$ cat config.mk
export PLATFORM = sky130hd
export DESIGN_NAME = usb3_pipe_top
export DESIGN_NICKNAME = d
export VERILOG_FILES = /design/src/hdl/usb3_pkg.sv /design/src/hdl/link_skid.sv /design/src/hdl/pipe_rx_packer.sv /design/src/hdl/pipe_tx_serializer.sv /design/src/hdl/usb3_pipe_top.sv /design/src/hdl/usb3_reset_strap.sv
export VERILOG_INCLUDE_DIRS = /design/src /design/src/include
export SDC_FILE = /design/constraint.sdc
export NUM_CORES = 1
export LEC_CHECK = 0
export ABC_CLOCK_PERIOD_IN_PS = 2100
export BUFFER_PORTS_ARGS = -buffer_cell sky130_fd_sc_hd__buf_2
export CAP_MARGIN = 5
export CELL_PAD_IN_SITES_DETAIL_PLACEMENT = 1
export CELL_PAD_IN_SITES_GLOBAL_PLACEMENT = 2
export CORE_MARGIN = 10
export CORE_UTILIZATION = 35
export CTS_CLUSTER_SIZE = 20
export DETAILED_ROUTE_END_ITERATION = 7
export PLACE_DENSITY_LB_ADDON = 0.15
export SLEW_MARGIN = 25
export SYNTH_ARGS = -nofsm -noshare
export SYNTH_HDL_FRONTEND = slang
export SYNTH_HIERARCHICAL = 1
export SYNTH_SLANG_ARGS = --single-unit
$ cat constraint.sdc
create_clock -name local_pclk_half -period 2.1 [get_ports local_pclk_half]
set_input_delay 0.315 -clock local_pclk_half [delete_from_list [all_inputs] [get_ports local_pclk_half]]
set_output_delay 0.315 -clock local_pclk_half [all_outputs]
set_load 0.01 [all_outputs]
$ cat src/include/usb3_macros.svh
// usb3 pipe data path constants
// PIPE and link widths, skid depth and PHY strap values

`ifndef USB3_MACROS_SVH
`define USB3_MACROS_SVH

////////////////////////////////////////
// data widths
////////////////////////////////////////

`define USB3_PIPE_W         16      // PIPE3 sdr beat
`define USB3_PIPE_K_W       2       // one K flag per byte
`define USB3_LINK_W         32      // link word, two beats
`define USB3_LINK_K_W       4

// entries in each link side skid buffer
`define USB3_SKID_DEPTH     2

////////////////////////////////////////
// strap values, sampled by the PHY in reset
////////////////////////////////////////

// tx_margin pins select spread spectrum disable
`define USB3_STRAP_MARGIN   3'b011
// rx_elecidle pin selects the crystal input
`define USB3_STRAP_ELECIDLE 1'b0
// phy_status pin selects the 16 bit sdr pipe
`define USB3_STRAP_PHYSTAT  1'b0

`endif

$ cat src/hdl/usb3_pkg.sv
// usb3 pipe types
// beat and word structs shared by the receive and transmit paths

package usb3_pkg;

	////////////////////////////////////////
	// PIPE side
	////////////////////////////////////////

	// one 16 bit beat as seen on the PIPE3 pins
	typedef struct packed {
		logic [15:0] data;
		logic [1:0]  datak;     // bit n flags byte n as a K symbol
	} pipe_beat_t;

	////////////////////////////////////////
	// link side
	////////////////////////////////////////

	// two beats, first beat in the low half
	typedef struct packed {
		logic [31:0] data;
		logic [3:0]  datak;     // low two flags belong to the first beat
	} link_word_t;

endpackage

$ cat src/hdl/link_skid.sv
// link side skid buffer
// two entries, a main and a skid register, one transfer per cycle each way

`timescale 1ns/10ps

`include "usb3_macros.svh"

module link_skid #(
	parameter type payload_t = usb3_pkg::link_word_t
) (
	input  logic     local_pclk_half,
	input  logic     core_rst_n,
	input  payload_t in_data,
	input  logic     in_valid,
	output logic     in_ready,
	output payload_t out_data,
	output logic     out_valid,
	input  logic     out_ready
);

	localparam int ENTRIES = `USB3_SKID_DEPTH;
	localparam int FILL_W  = $clog2(ENTRIES + 1);

	payload_t          skid_data;
	logic              skid_valid;
	logic              in_fire;
	logic              out_fire;
	logic              load_main;   // main register free on this edge
	logic              main_v_nxt;
	logic              skid_v_nxt;
	logic [FILL_W-1:0] fill_nxt;

	assign in_fire  = in_valid & in_ready;
	assign out_fire = out_valid & out_ready;

	assign load_main = ~out_valid | out_fire;

	////////////////////////////////////////
	// next occupancy
	////////////////////////////////////////

	always_comb begin
		if (load_main)
			main_v_nxt = skid_valid | in_fire;
		else
			main_v_nxt = 1'b1;

		if (skid_valid)
			skid_v_nxt = ~load_main;           // drains into main when it frees
		else
			skid_v_nxt = in_fire & ~load_main; // catch the word main cannot take

		fill_nxt = FILL_W'(main_v_nxt) + FILL_W'(skid_v_nxt);
	end

	// control flops, in_ready registered so nothing passes through combinationally
	always_ff @(posedge local_pclk_half or negedge core_rst_n) begin
		if (!core_rst_n) begin
			out_valid  <= 1'b0;
			skid_valid <= 1'b0;
			in_ready   <= 1'b1;    // empty buffer takes a word
		end else begin
			out_valid  <= main_v_nxt;
			skid_valid <= skid_v_nxt;
			in_ready   <= (fill_nxt < FILL_W'(ENTRIES));
		end
	end

	// payload
	always_ff @(posedge local_pclk_half) begin
		if (load_main) begin
			if (skid_valid)
				out_data <= skid_data;  // oldest word first
			else if (in_fire)
				out_data <= in_data;
		end
		if (in_fire && !load_main)
			skid_data <= in_data;
	end

endmodule

$ cat src/hdl/pipe_rx_packer.sv
// PIPE receive packer
// pairs 16 bit beats into 32 bit link words, flags overflow when the link stalls

`timescale 1ns/10ps

`include "usb3_macros.svh"

module pipe_rx_packer (
	input  logic                 local_pclk_half,
	input  logic                 core_rst_n,
	input  usb3_pkg::pipe_beat_t rx_beat,
	input  logic                 rx_beat_valid,
	output usb3_pkg::link_word_t rx_word,
	output logic                 rx_word_valid,
	input  logic                 rx_word_ready,
	output logic                 rx_overflow
);

	import usb3_pkg::*;

	pipe_beat_t lo_beat;        // first beat of the pair
	logic       phase;          // 1 once the low beat is stored
	logic       pair_done;
	logic       slot_free;

	// invalid beats neither advance nor break a pair
	assign pair_done = rx_beat_valid & phase;
	assign slot_free = ~rx_word_valid | rx_word_ready;

	////////////////////////////////////////
	// control
	////////////////////////////////////////

	always_ff @(posedge local_pclk_half or negedge core_rst_n) begin
		if (!core_rst_n) begin
			phase         <= 1'b0;
			rx_word_valid <= 1'b0;
			rx_overflow   <= 1'b0;
		end else begin
			if (rx_beat_valid)
				phase <= ~phase;

			if (rx_word_valid && rx_word_ready)
				rx_word_valid <= 1'b0;

			if (pair_done) begin
				if (slot_free)
					rx_word_valid <= 1'b1;
				else
					rx_overflow <= 1'b1;  // sticky, new word is dropped
			end
		end
	end

	////////////////////////////////////////
	// data
	////////////////////////////////////////

	always_ff @(posedge local_pclk_half) begin
		if (rx_beat_valid && !phase)
			lo_beat <= rx_beat;

		// held word only changes once it has been taken
		if (pair_done && slot_free) begin
			rx_word.data[`USB3_PIPE_W-1:0]             <= lo_beat.data;
			rx_word.data[`USB3_LINK_W-1:`USB3_PIPE_W]  <= rx_beat.data;
			rx_word.datak[`USB3_PIPE_K_W-1:0]          <= lo_beat.datak;
			rx_word.datak[`USB3_LINK_K_W-1:`USB3_PIPE_K_W] <= rx_beat.datak;
		end
	end

endmodule

$ cat src/hdl/pipe_tx_serializer.sv
// PIPE transmit serializer
// splits each link word into low then high beat, logical idle in between words

`timescale 1ns/10ps

`include "usb3_macros.svh"

module pipe_tx_serializer (
	input  logic                      local_pclk_half,
	input  logic                      core_rst_n,
	input  usb3_pkg::link_word_t      tx_word,
	input  logic                      tx_word_valid,
	output logic                      tx_word_ready,
	output logic [`USB3_PIPE_W-1:0]   phy_pipe_tx_data,
	output logic [`USB3_PIPE_K_W-1:0] phy_pipe_tx_datak
);

	import usb3_pkg::*;

	pipe_beat_t hi_beat;    // second half, waits one cycle
	logic       phase;      // low half is on the pins, high half goes next
	logic       accept;

	// ready while idle and while the high half is out, so words go back to back
	assign tx_word_ready = ~phase;
	assign accept        = tx_word_valid & tx_word_ready;

	////////////////////////////////////////
	// output beat
	////////////////////////////////////////

	always_ff @(posedge local_pclk_half or negedge core_rst_n) begin
		if (!core_rst_n) begin
			phase             <= 1'b0;
			phy_pipe_tx_data  <= '0;
			phy_pipe_tx_datak <= '0;
		end else if (phase) begin
			phase             <= 1'b0;
			phy_pipe_tx_data  <= hi_beat.data;
			phy_pipe_tx_datak <= hi_beat.datak;
		end else if (accept) begin
			phase             <= 1'b1;
			phy_pipe_tx_data  <= tx_word.data[`USB3_PIPE_W-1:0];
			phy_pipe_tx_datak <= tx_word.datak[`USB3_PIPE_K_W-1:0];
		end else begin
			// logical idle
			phy_pipe_tx_data  <= '0;
			phy_pipe_tx_datak <= '0;
		end
	end

	// keep the high half until the next beat
	always_ff @(posedge local_pclk_half) begin
		if (accept) begin
			hi_beat.data  <= tx_word.data[`USB3_LINK_W-1:`USB3_PIPE_W];
			hi_beat.datak <= tx_word.datak[`USB3_LINK_K_W-1:`USB3_PIPE_K_W];
		end
	end

endmodule

$ cat src/hdl/usb3_pipe_top.sv
// usb3 PIPE3 top level
// reset and straps, receive packing and transmit serializing with link skid buffers

`timescale 1ns/10ps

`include "usb3_macros.svh"

module usb3_pipe_top (
	input  logic                      local_pclk_half,
	input  logic                      rst_n,
	input  logic                      phy_pwrpresent,

	// PHY reset and straps
	output logic                      phy_reset_n,
	output logic                      phy_phy_reset_n,
	output logic                      strap_oe,
	output logic                      phy_rx_elecidle_strap,
	output logic                      phy_status_strap,
	input  logic [2:0]                tx_margin,
	output logic [2:0]                phy_tx_margin,

	// PIPE receive
	input  logic                      phy_pipe_rx_valid,
	input  logic [`USB3_PIPE_W-1:0]   phy_pipe_rx_data,
	input  logic [`USB3_PIPE_K_W-1:0] phy_pipe_rx_datak,

	// link receive
	output usb3_pkg::link_word_t      link_rx_word,
	output logic                      link_rx_valid,
	input  logic                      link_rx_ready,
	output logic                      rx_overflow,

	// link transmit
	input  usb3_pkg::link_word_t      link_tx_word,
	input  logic                      link_tx_valid,
	output logic                      link_tx_ready,

	// PIPE transmit
	output logic [`USB3_PIPE_W-1:0]   phy_pipe_tx_data,
	output logic [`USB3_PIPE_K_W-1:0] phy_pipe_tx_datak
);

	import usb3_pkg::*;

	logic       core_rst_n;     // synced, drives the whole data path
	pipe_beat_t rx_beat;
	link_word_t rx_word;
	logic       rx_word_valid;
	logic       rx_word_ready;
	link_word_t tx_word;
	logic       tx_word_valid;
	logic       tx_word_ready;

	// PHY needs the full external pulse width
	assign phy_reset_n = rst_n;

	////////////////////////////////////////
	// reset and straps
	////////////////////////////////////////

	usb3_reset_strap u_reset_strap (
		.local_pclk_half       (local_pclk_half),
		.rst_n                 (rst_n),
		.phy_pwrpresent        (phy_pwrpresent),
		.tx_margin             (tx_margin),
		.core_rst_n            (core_rst_n),
		.phy_phy_reset_n       (phy_phy_reset_n),
		.strap_oe              (strap_oe),
		.phy_rx_elecidle_strap (phy_rx_elecidle_strap),
		.phy_status_strap      (phy_status_strap),
		.phy_tx_margin         (phy_tx_margin)
	);

	////////////////////////////////////////
	// receive path
	////////////////////////////////////////

	assign rx_beat.data  = phy_pipe_rx_data;
	assign rx_beat.datak = phy_pipe_rx_datak;

	pipe_rx_packer u_rx_packer (
		.local_pclk_half (local_pclk_half),
		.core_rst_n      (core_rst_n),
		.rx_beat         (rx_beat),
		.rx_beat_valid   (phy_pipe_rx_valid),
		.rx_word         (rx_word),
		.rx_word_valid   (rx_word_valid),
		.rx_word_ready   (rx_word_ready),
		.rx_overflow     (rx_overflow)
	);

	link_skid #(.payload_t(link_word_t)) u_rx_skid (
		.local_pclk_half (local_pclk_half),
		.core_rst_n      (core_rst_n),
		.in_data         (rx_word),
		.in_valid        (rx_word_valid),
		.in_ready        (rx_word_ready),
		.out_data        (link_rx_word),
		.out_valid       (link_rx_valid),
		.out_ready       (link_rx_ready)
	);

	////////////////////////////////////////
	// transmit path
	////////////////////////////////////////

	link_skid #(.payload_t(link_word_t)) u_tx_skid (
		.local_pclk_half (local_pclk_half),
		.core_rst_n      (core_rst_n),
		.in_data         (link_tx_word),
		.in_valid        (link_tx_valid),
		.in_ready        (link_tx_ready),
		.out_data        (tx_word),
		.out_valid       (tx_word_valid),
		.out_ready       (tx_word_ready)
	);

	pipe_tx_serializer u_tx_serializer (
		.local_pclk_half   (local_pclk_half),
		.core_rst_n        (core_rst_n),
		.tx_word           (tx_word),
		.tx_word_valid     (tx_word_valid),
		.tx_word_ready     (tx_word_ready),
		.phy_pipe_tx_data  (phy_pipe_tx_data),
		.phy_pipe_tx_datak (phy_pipe_tx_datak)
	);

endmodule

$ cat src/hdl/usb3_reset_strap.sv
// usb3 reset and strap control
// syncs the power gated reset and drives PHY straps while the core is held

`timescale 1ns/10ps

`include "usb3_macros.svh"

module usb3_reset_strap (
	input  logic       local_pclk_half,
	input  logic       rst_n,
	input  logic       phy_pwrpresent,
	input  logic [2:0] tx_margin,
	output logic       core_rst_n,
	output logic       phy_phy_reset_n,
	output logic       strap_oe,
	output logic       phy_rx_elecidle_strap,
	output logic       phy_status_strap,
	output logic [2:0] phy_tx_margin
);

	logic sync_1;   // first stage, may go metastable
	logic sync_2;

	// power present is the sync input, rst_n clears both stages at once
	always_ff @(posedge local_pclk_half or negedge rst_n) begin
		if (!rst_n) begin
			sync_1 <= 1'b0;
			sync_2 <= 1'b0;
		end else begin
			sync_1 <= phy_pwrpresent;
			sync_2 <= sync_1;
		end
	end

	assign core_rst_n = sync_2;

	// PHY only reset, also drops on cable removal
	assign phy_phy_reset_n = rst_n & phy_pwrpresent;

	////////////////////////////////////////
	// strap pins
	////////////////////////////////////////

	assign strap_oe = ~core_rst_n;     // PHY latches the straps on reset release

	assign phy_tx_margin = core_rst_n ? tx_margin : `USB3_STRAP_MARGIN;

	// only sampled by the PHY while strap_oe is high
	assign phy_rx_elecidle_strap = `USB3_STRAP_ELECIDLE;
	assign phy_status_strap      = `USB3_STRAP_PHYSTAT;

endmodule

After elaboration in Yosys (flattened, before gate mapping)
Cells that the tools add are included.
Word-level totals
  bits in registers: 246
  logic and storage cells: 85
  latch bits: 0
  bits in writable memories: 0
  memories: 0
  input port bits: 63
  output and inout bits: 65
  memory bits (read-only): 0
Operators by class
  multiply operators: 0
  $add $sub $neg: 2
  shift operators: 0
  divide/modulo/power cells: 0
  eq/ne operators: 0
  order comparisons: 2
  reduce and logical (&&, ||, !) cells: 13
  bitwise operators: 22
  multiplexer cells: 18
Operators by type and width (number)
  $mux W36: 4
  $mux W16: 2
  $mux W1: 9
  $not A1 Y1: 9
  $and A1 B1 Y1: 8
  $reduce_and A2 Y1: 3
  $logic_and A1 B1 Y1: 5
  $or A1 B1 Y1: 5
  $add A1 B1 Y2: 2
  $lt A2 B2 Y1 const B: 2
  $mux W2: 2
  $reduce_bool A2 Y1: 2
  $logic_not A1 Y1: 3
  $mux W3: 1

Logic depth before layout (Yosys ltp)
  depth in word-level cells: 8
  gate-level depth with buffers: 5
  depth with buffers taken out: 3

By module
The synthesis kept the hierarchy.
By module, submodules not included
  link_skid: cells an instance 123, sequential area each 2238.4 µm², times used 2, area an instance 2869.0 µm²
  pipe_rx_packer: cells an instance 64, sequential area each 1696.6 µm², times used 1, area an instance 1752.9 µm²
  pipe_tx_serializer: cells an instance 94, sequential area each 1016.0 µm², times used 1, area an instance 1317.5 µm²
  usb3_reset_strap: cells an instance 10, sequential area each 50.0 µm², times used 1, area an instance 97.6 µm²
  usb3_pipe_top: cells an instance 1, sequential area each 0.0 µm², times used 1, area an instance 7.5 µm²

Least setup slack after synthesis
OpenSTA, ideal clock, no wires.
  path type: register to register
  start: reg u_tx_serializer.phase
  end: reg u_tx_skid/out_data[0] (netlist bit) (enable)
  period minus slack after synthesis: 2.722 ns
  buffers on the path: 2
  required time: 1.671 ns
  path slack: -0.622 ns
  setup time: 0.429 ns
  cell stages (with the launch flop): 6
  arrival time: 2.293 ns
  cells stage by stage: dfrtp_1 -> buf_6 -> buf_4 -> inv_1 -> nor2b_1 -> nor2_1
On the way
  longest elaborated chain between the ends: 4
RTL lines
  start: declaration: line pipe_tx_serializer.sv:21  | logic phase;
  start signal: assignment: line pipe_tx_serializer.sv:34  | phase <= 1'b0;
  start signal: assignment: line pipe_tx_serializer.sv:38  | phase <= 1'b0;
  start signal: assignment: line pipe_tx_serializer.sv:42  | phase <= 1'b1;
  $not A1 Y1: line pipe_tx_serializer.sv:25  | assign tx_word_ready = ~phase;
  via tx_word_ready: line usb3_pipe_top.sv:52  | logic tx_word_ready;
  $and A1 B1 Y1: line link_skid.sv:34  | assign out_fire = out_valid & out_ready;
  $or A1 B1 Y1: line link_skid.sv:36  | assign load_main = ~out_valid | out_fire;
  $reduce_and A2 Y1 (no source line)
  end signal: assignment: line link_skid.sv:73  | out_data <= skid_data;
  end signal: assignment: line link_skid.sv:75  | out_data <= in_data;
  end: declaration: line link_skid.sv:16  | output payload_t out_data,
The timed path passes the listed nets, and every way through them passes these cells.
A chain may end at the register's enable or synchronous reset.

Worst setup path in the final report
  start: reg u_tx_serializer.phase
  end: reg u_tx_skid/skid_data[29] (netlist bit) (enable)
On the way
  longest elaborated chain between the ends: 5
RTL lines
  $not A1 Y1: line pipe_tx_serializer.sv:25
  via tx_word_ready: line usb3_pipe_top.sv:52
  $and A1 B1 Y1: line link_skid.sv:34
  $or A1 B1 Y1: line link_skid.sv:36
  $logic_not A1 Y1: line link_skid.sv:77  | if (in_fire && !load_main)
  $logic_and A1 B1 Y1: line link_skid.sv:77
  end signal: assignment: line link_skid.sv:78  | skid_data <= in_data;
  end: declaration: line link_skid.sv:24  | payload_t skid_data;
The timed path passes the listed nets, and every way through them passes these cells.

==> results.md <==
* Outcome: finished clean
* Post-Place Cells at 866
* Synth warnings at 6
* PD cells at 1330 nW/um^2
* Slew Limit Fails at 0
* CP peak stage delay at 0.43 ns
* Reg2Reg Depth at 4
* Setup ws final at 0.357 ns
* Total routed wirelength at 17100 um
* CP startpoint kind: register
* Hold path cells at 1
* Worst slew pin tran at 0.511 ns
* Worst EP arrival at 1.90 ns
* Layout net count at 682
* Leakage at 4.30 nW
* Die span in x at 180 um
* Root buf cell: clkbuf_16
* ANT nets after route at 0
* Final Hold Fails at 0
* Tmin final at 1.74 ns
* Number of diodes at 0
* Setup TNS at 0 ns
* Area Growth Syn to Fin at 26.9%
* Worst vdd ir at 0.631 mV
* Core Box Area at 25100 sq um
* Yosys reg bits at 246
* Fin Clk Skew at 0.00822 ns
* Final HPWL from detailed placement at 11000 um
* Setup crit end kind: register
* CTS tree: built
* Crit path max-delay family: simple AND/OR/NAND/NOR gates
* Total GRT Usage at 10.2%
* Crit-path cells: inv_1, nor2b_1, and3_2, buf_4
* Post-Layout Cell Count at 970
* Sequential cell area fraction in the yosys report at 81.2%
* Critical path peak fanout at 36
* Vias in the first global route at 4845
* Hold Crit Class: primary input to register
* # port buffers at 125
* Via Count at 4275
* Crit-path slowest cell: buf_4
* Critical path buffers and inverters at 2
* Overflow after GRT at 0
* Htree depth at 1
* Share of layout cells above drive strength 1 at 41.3%
* Sink Count at 246
* TritonCTS buffer count at 27
* Pre-CTS WS at 0.353 ns
* Die Ht at 180 um
* IO Pins at 128
* Largest net degree at the start of global routing at 37
* Drt drc at 0
* Die ar. at 32300 sq um
* Synth unique cells at 24
* First-pass GRT wire length at 26800 um
* Final Setup Violations at 0
* Initial Utilization at 35.5%
* Reg clk slew, reported paths at 0.06 ns
* DRT Pass-1 Iters at 4
* Flop2flop setup slack at 0.36 ns
* Max-slew headroom at 65.9%
* Worst-Skew Late Latency at 0.52 ns
* DR iter-0 viols at 130
* Max-cap violations at 0
* Post-Syn Area at 8910 sq um
* Initial antenna violation count at 0
* Crit Path Class: register to register
* Vias/cell at 4.41
* Synth Area per Inst at 21.5 sq um
* Clock Tree Buf Depth at 3
* RSZ-0062 raised after global routing: no
* Crit path depth at 4
* CTS resizes at 0
* Fmax at 574 MHz
* Post-Route Utilization at 45.0%
* CP required at 2.26 ns
* Final worst-path cycle share at 83.0%
* Routed WL per cell at 17.6 um
* Mapped Cells at 415
* Rows at 58
* RD Place Congestion at 0.682
## power breakdown
part	switching [mW]	internal (mW)	total (mW)
Clock	1.83	2.72	4.55
Sequential	0.410	7.07	7.48
Combinational	1.75	1.30	3.06
Total	4.00	11.1	15.1
## registers in the layout, indices dropped and copies added, names as in the netlist, 2 cells and up
| signal | count |
|---|---|
| u_rx_packer/rx_word | 36 |
| u_rx_skid/out_data | 36 |
| u_rx_skid/skid_data | 36 |
| u_tx_skid/out_data | 36 |
| u_tx_skid/skid_data | 36 |
| u_rx_packer/lo_beat | 18 |
| u_tx_serializer/hi_beat | 18 |
| u_tx_serializer/phy_pipe_tx_data | 16 |
| u_tx_serializer/phy_pipe_tx_datak | 2 |
## final cells by class
cell class	count	area, sq um
fillers	2438	13800
multi-input cells	151	1470
well taps	330	413
flip-flops and latches	246	7240
clock inverters	19	166
clock buffers	31	691
inverters	2	7.51
repair buffers	191	1320
## stage by stage
stage | instance area [sq um] | total power [mW] | hold WS [ns]
5_1_grt | 11300 | 15.9 | 0.00836
3_5_place_dp | 9910 | 10.7 | 0.114
3_3_place_gp | 9910 | 10.5 | 0.112
4_1_cts | 11300 | 15.4 | 0.000629
6_report | 11300 | 15.1 | 0.0321
2_1_floorplan | 8930 | 9.55 | 0.0194
## layout by cell type, fill, tap and decap left out
master and n:
inv_6 1, inv_1 2, nand2_1 33, o21ai_1 15, dfrtp_2 2, nand2b_4 1
nand2_2 1, clkbuf_16 27, clkinv_1 6, a21oi_1 2, dfrtp_1 26, mux2_4 60
bufinv_16 3, buf_4 7, and3_2 2, o21bai_2 1, buf_12 5, dlygate4sd3_1 54
nor2b_1 2, nand2b_1 6, nor2_4 2, mux2_2 12, clkinv_2 9, and2_1 2
nor2b_2 2, clkbuf_1 4, nor2b_4 2, dfstp_2 2, xor2_1 1, edfxtp_1 216
buf_2 125, conb_1 2, a22o_1 3, nor2_1 2
## timing repair
action / in CTS / in global routing
endpoints found under the hold margin: 70 / 0
setup buffers: 0 / 0
hold buffers: 54 / 0
## metal layers
layer | part of all wire, % | vias to the layer above | track usage, % | routed length, um
met5 | 0 | - | 0 | 0
met4 | 3.0 | 0 | 3.41 | 503
met3 | 4.8 | 37 | 2.71 | 821
met2 | 51 | 106 | 18.0 | 8640
met1 | 42 | 2154 | 11.8 | 7090
li1 | - | 1978 | - | -
## synthesized netlist by cell type (all sizes together)
master  instances  area [sq um]
a21oi           2          10.0
a22o            3          26.3
and2            2          12.5
and3            2          12.5
buf            17           229
conb            1          3.75
dfrtp          28           701
dfstp           2          52.6
edfxtp        216          6490
inv             2          7.51
mux2           72          1040
nand2          34           130
nand2b          7          51.3
nor2            4          15.0
nor2b           6          45.0
o21ai          15          75.1
o21bai          1          11.3
xor2            1          8.76
## path summary, 6_finish.rpt
check / from / to
worst min register to register: u_reset_strap/core_rst_n / u_rx_skid/out_valid
worst max-delay path: u_tx_serializer/phase / u_tx_skid/skid_data[29]
worst max register to register: u_tx_serializer/phase / u_tx_skid/skid_data[29]
max in group asynchronous: u_reset_strap/core_rst_n / u_tx_skid/in_ready
min in group asynchronous: rst_n / u_reset_strap/core_rst_n
worst min-delay path: phy_pipe_rx_data[1] / u_rx_packer/lo_beat[3]
## kinds of logic after synthesis
family / Yosys count / share of synthesized area, %
buffers and inverters: 19 / 2.65
flip-flops: 246 / 81.2
AND/OR/NAND/NOR: 55 / 2.99
XOR/XNOR: 1 / 0.0983
AO/OA/AOI/OAI: 21 / 1.38
other: 1 / 0.0421
multiplexers: 72 / 11.6
Note: power is estimated with default switching activity, not from simulation.
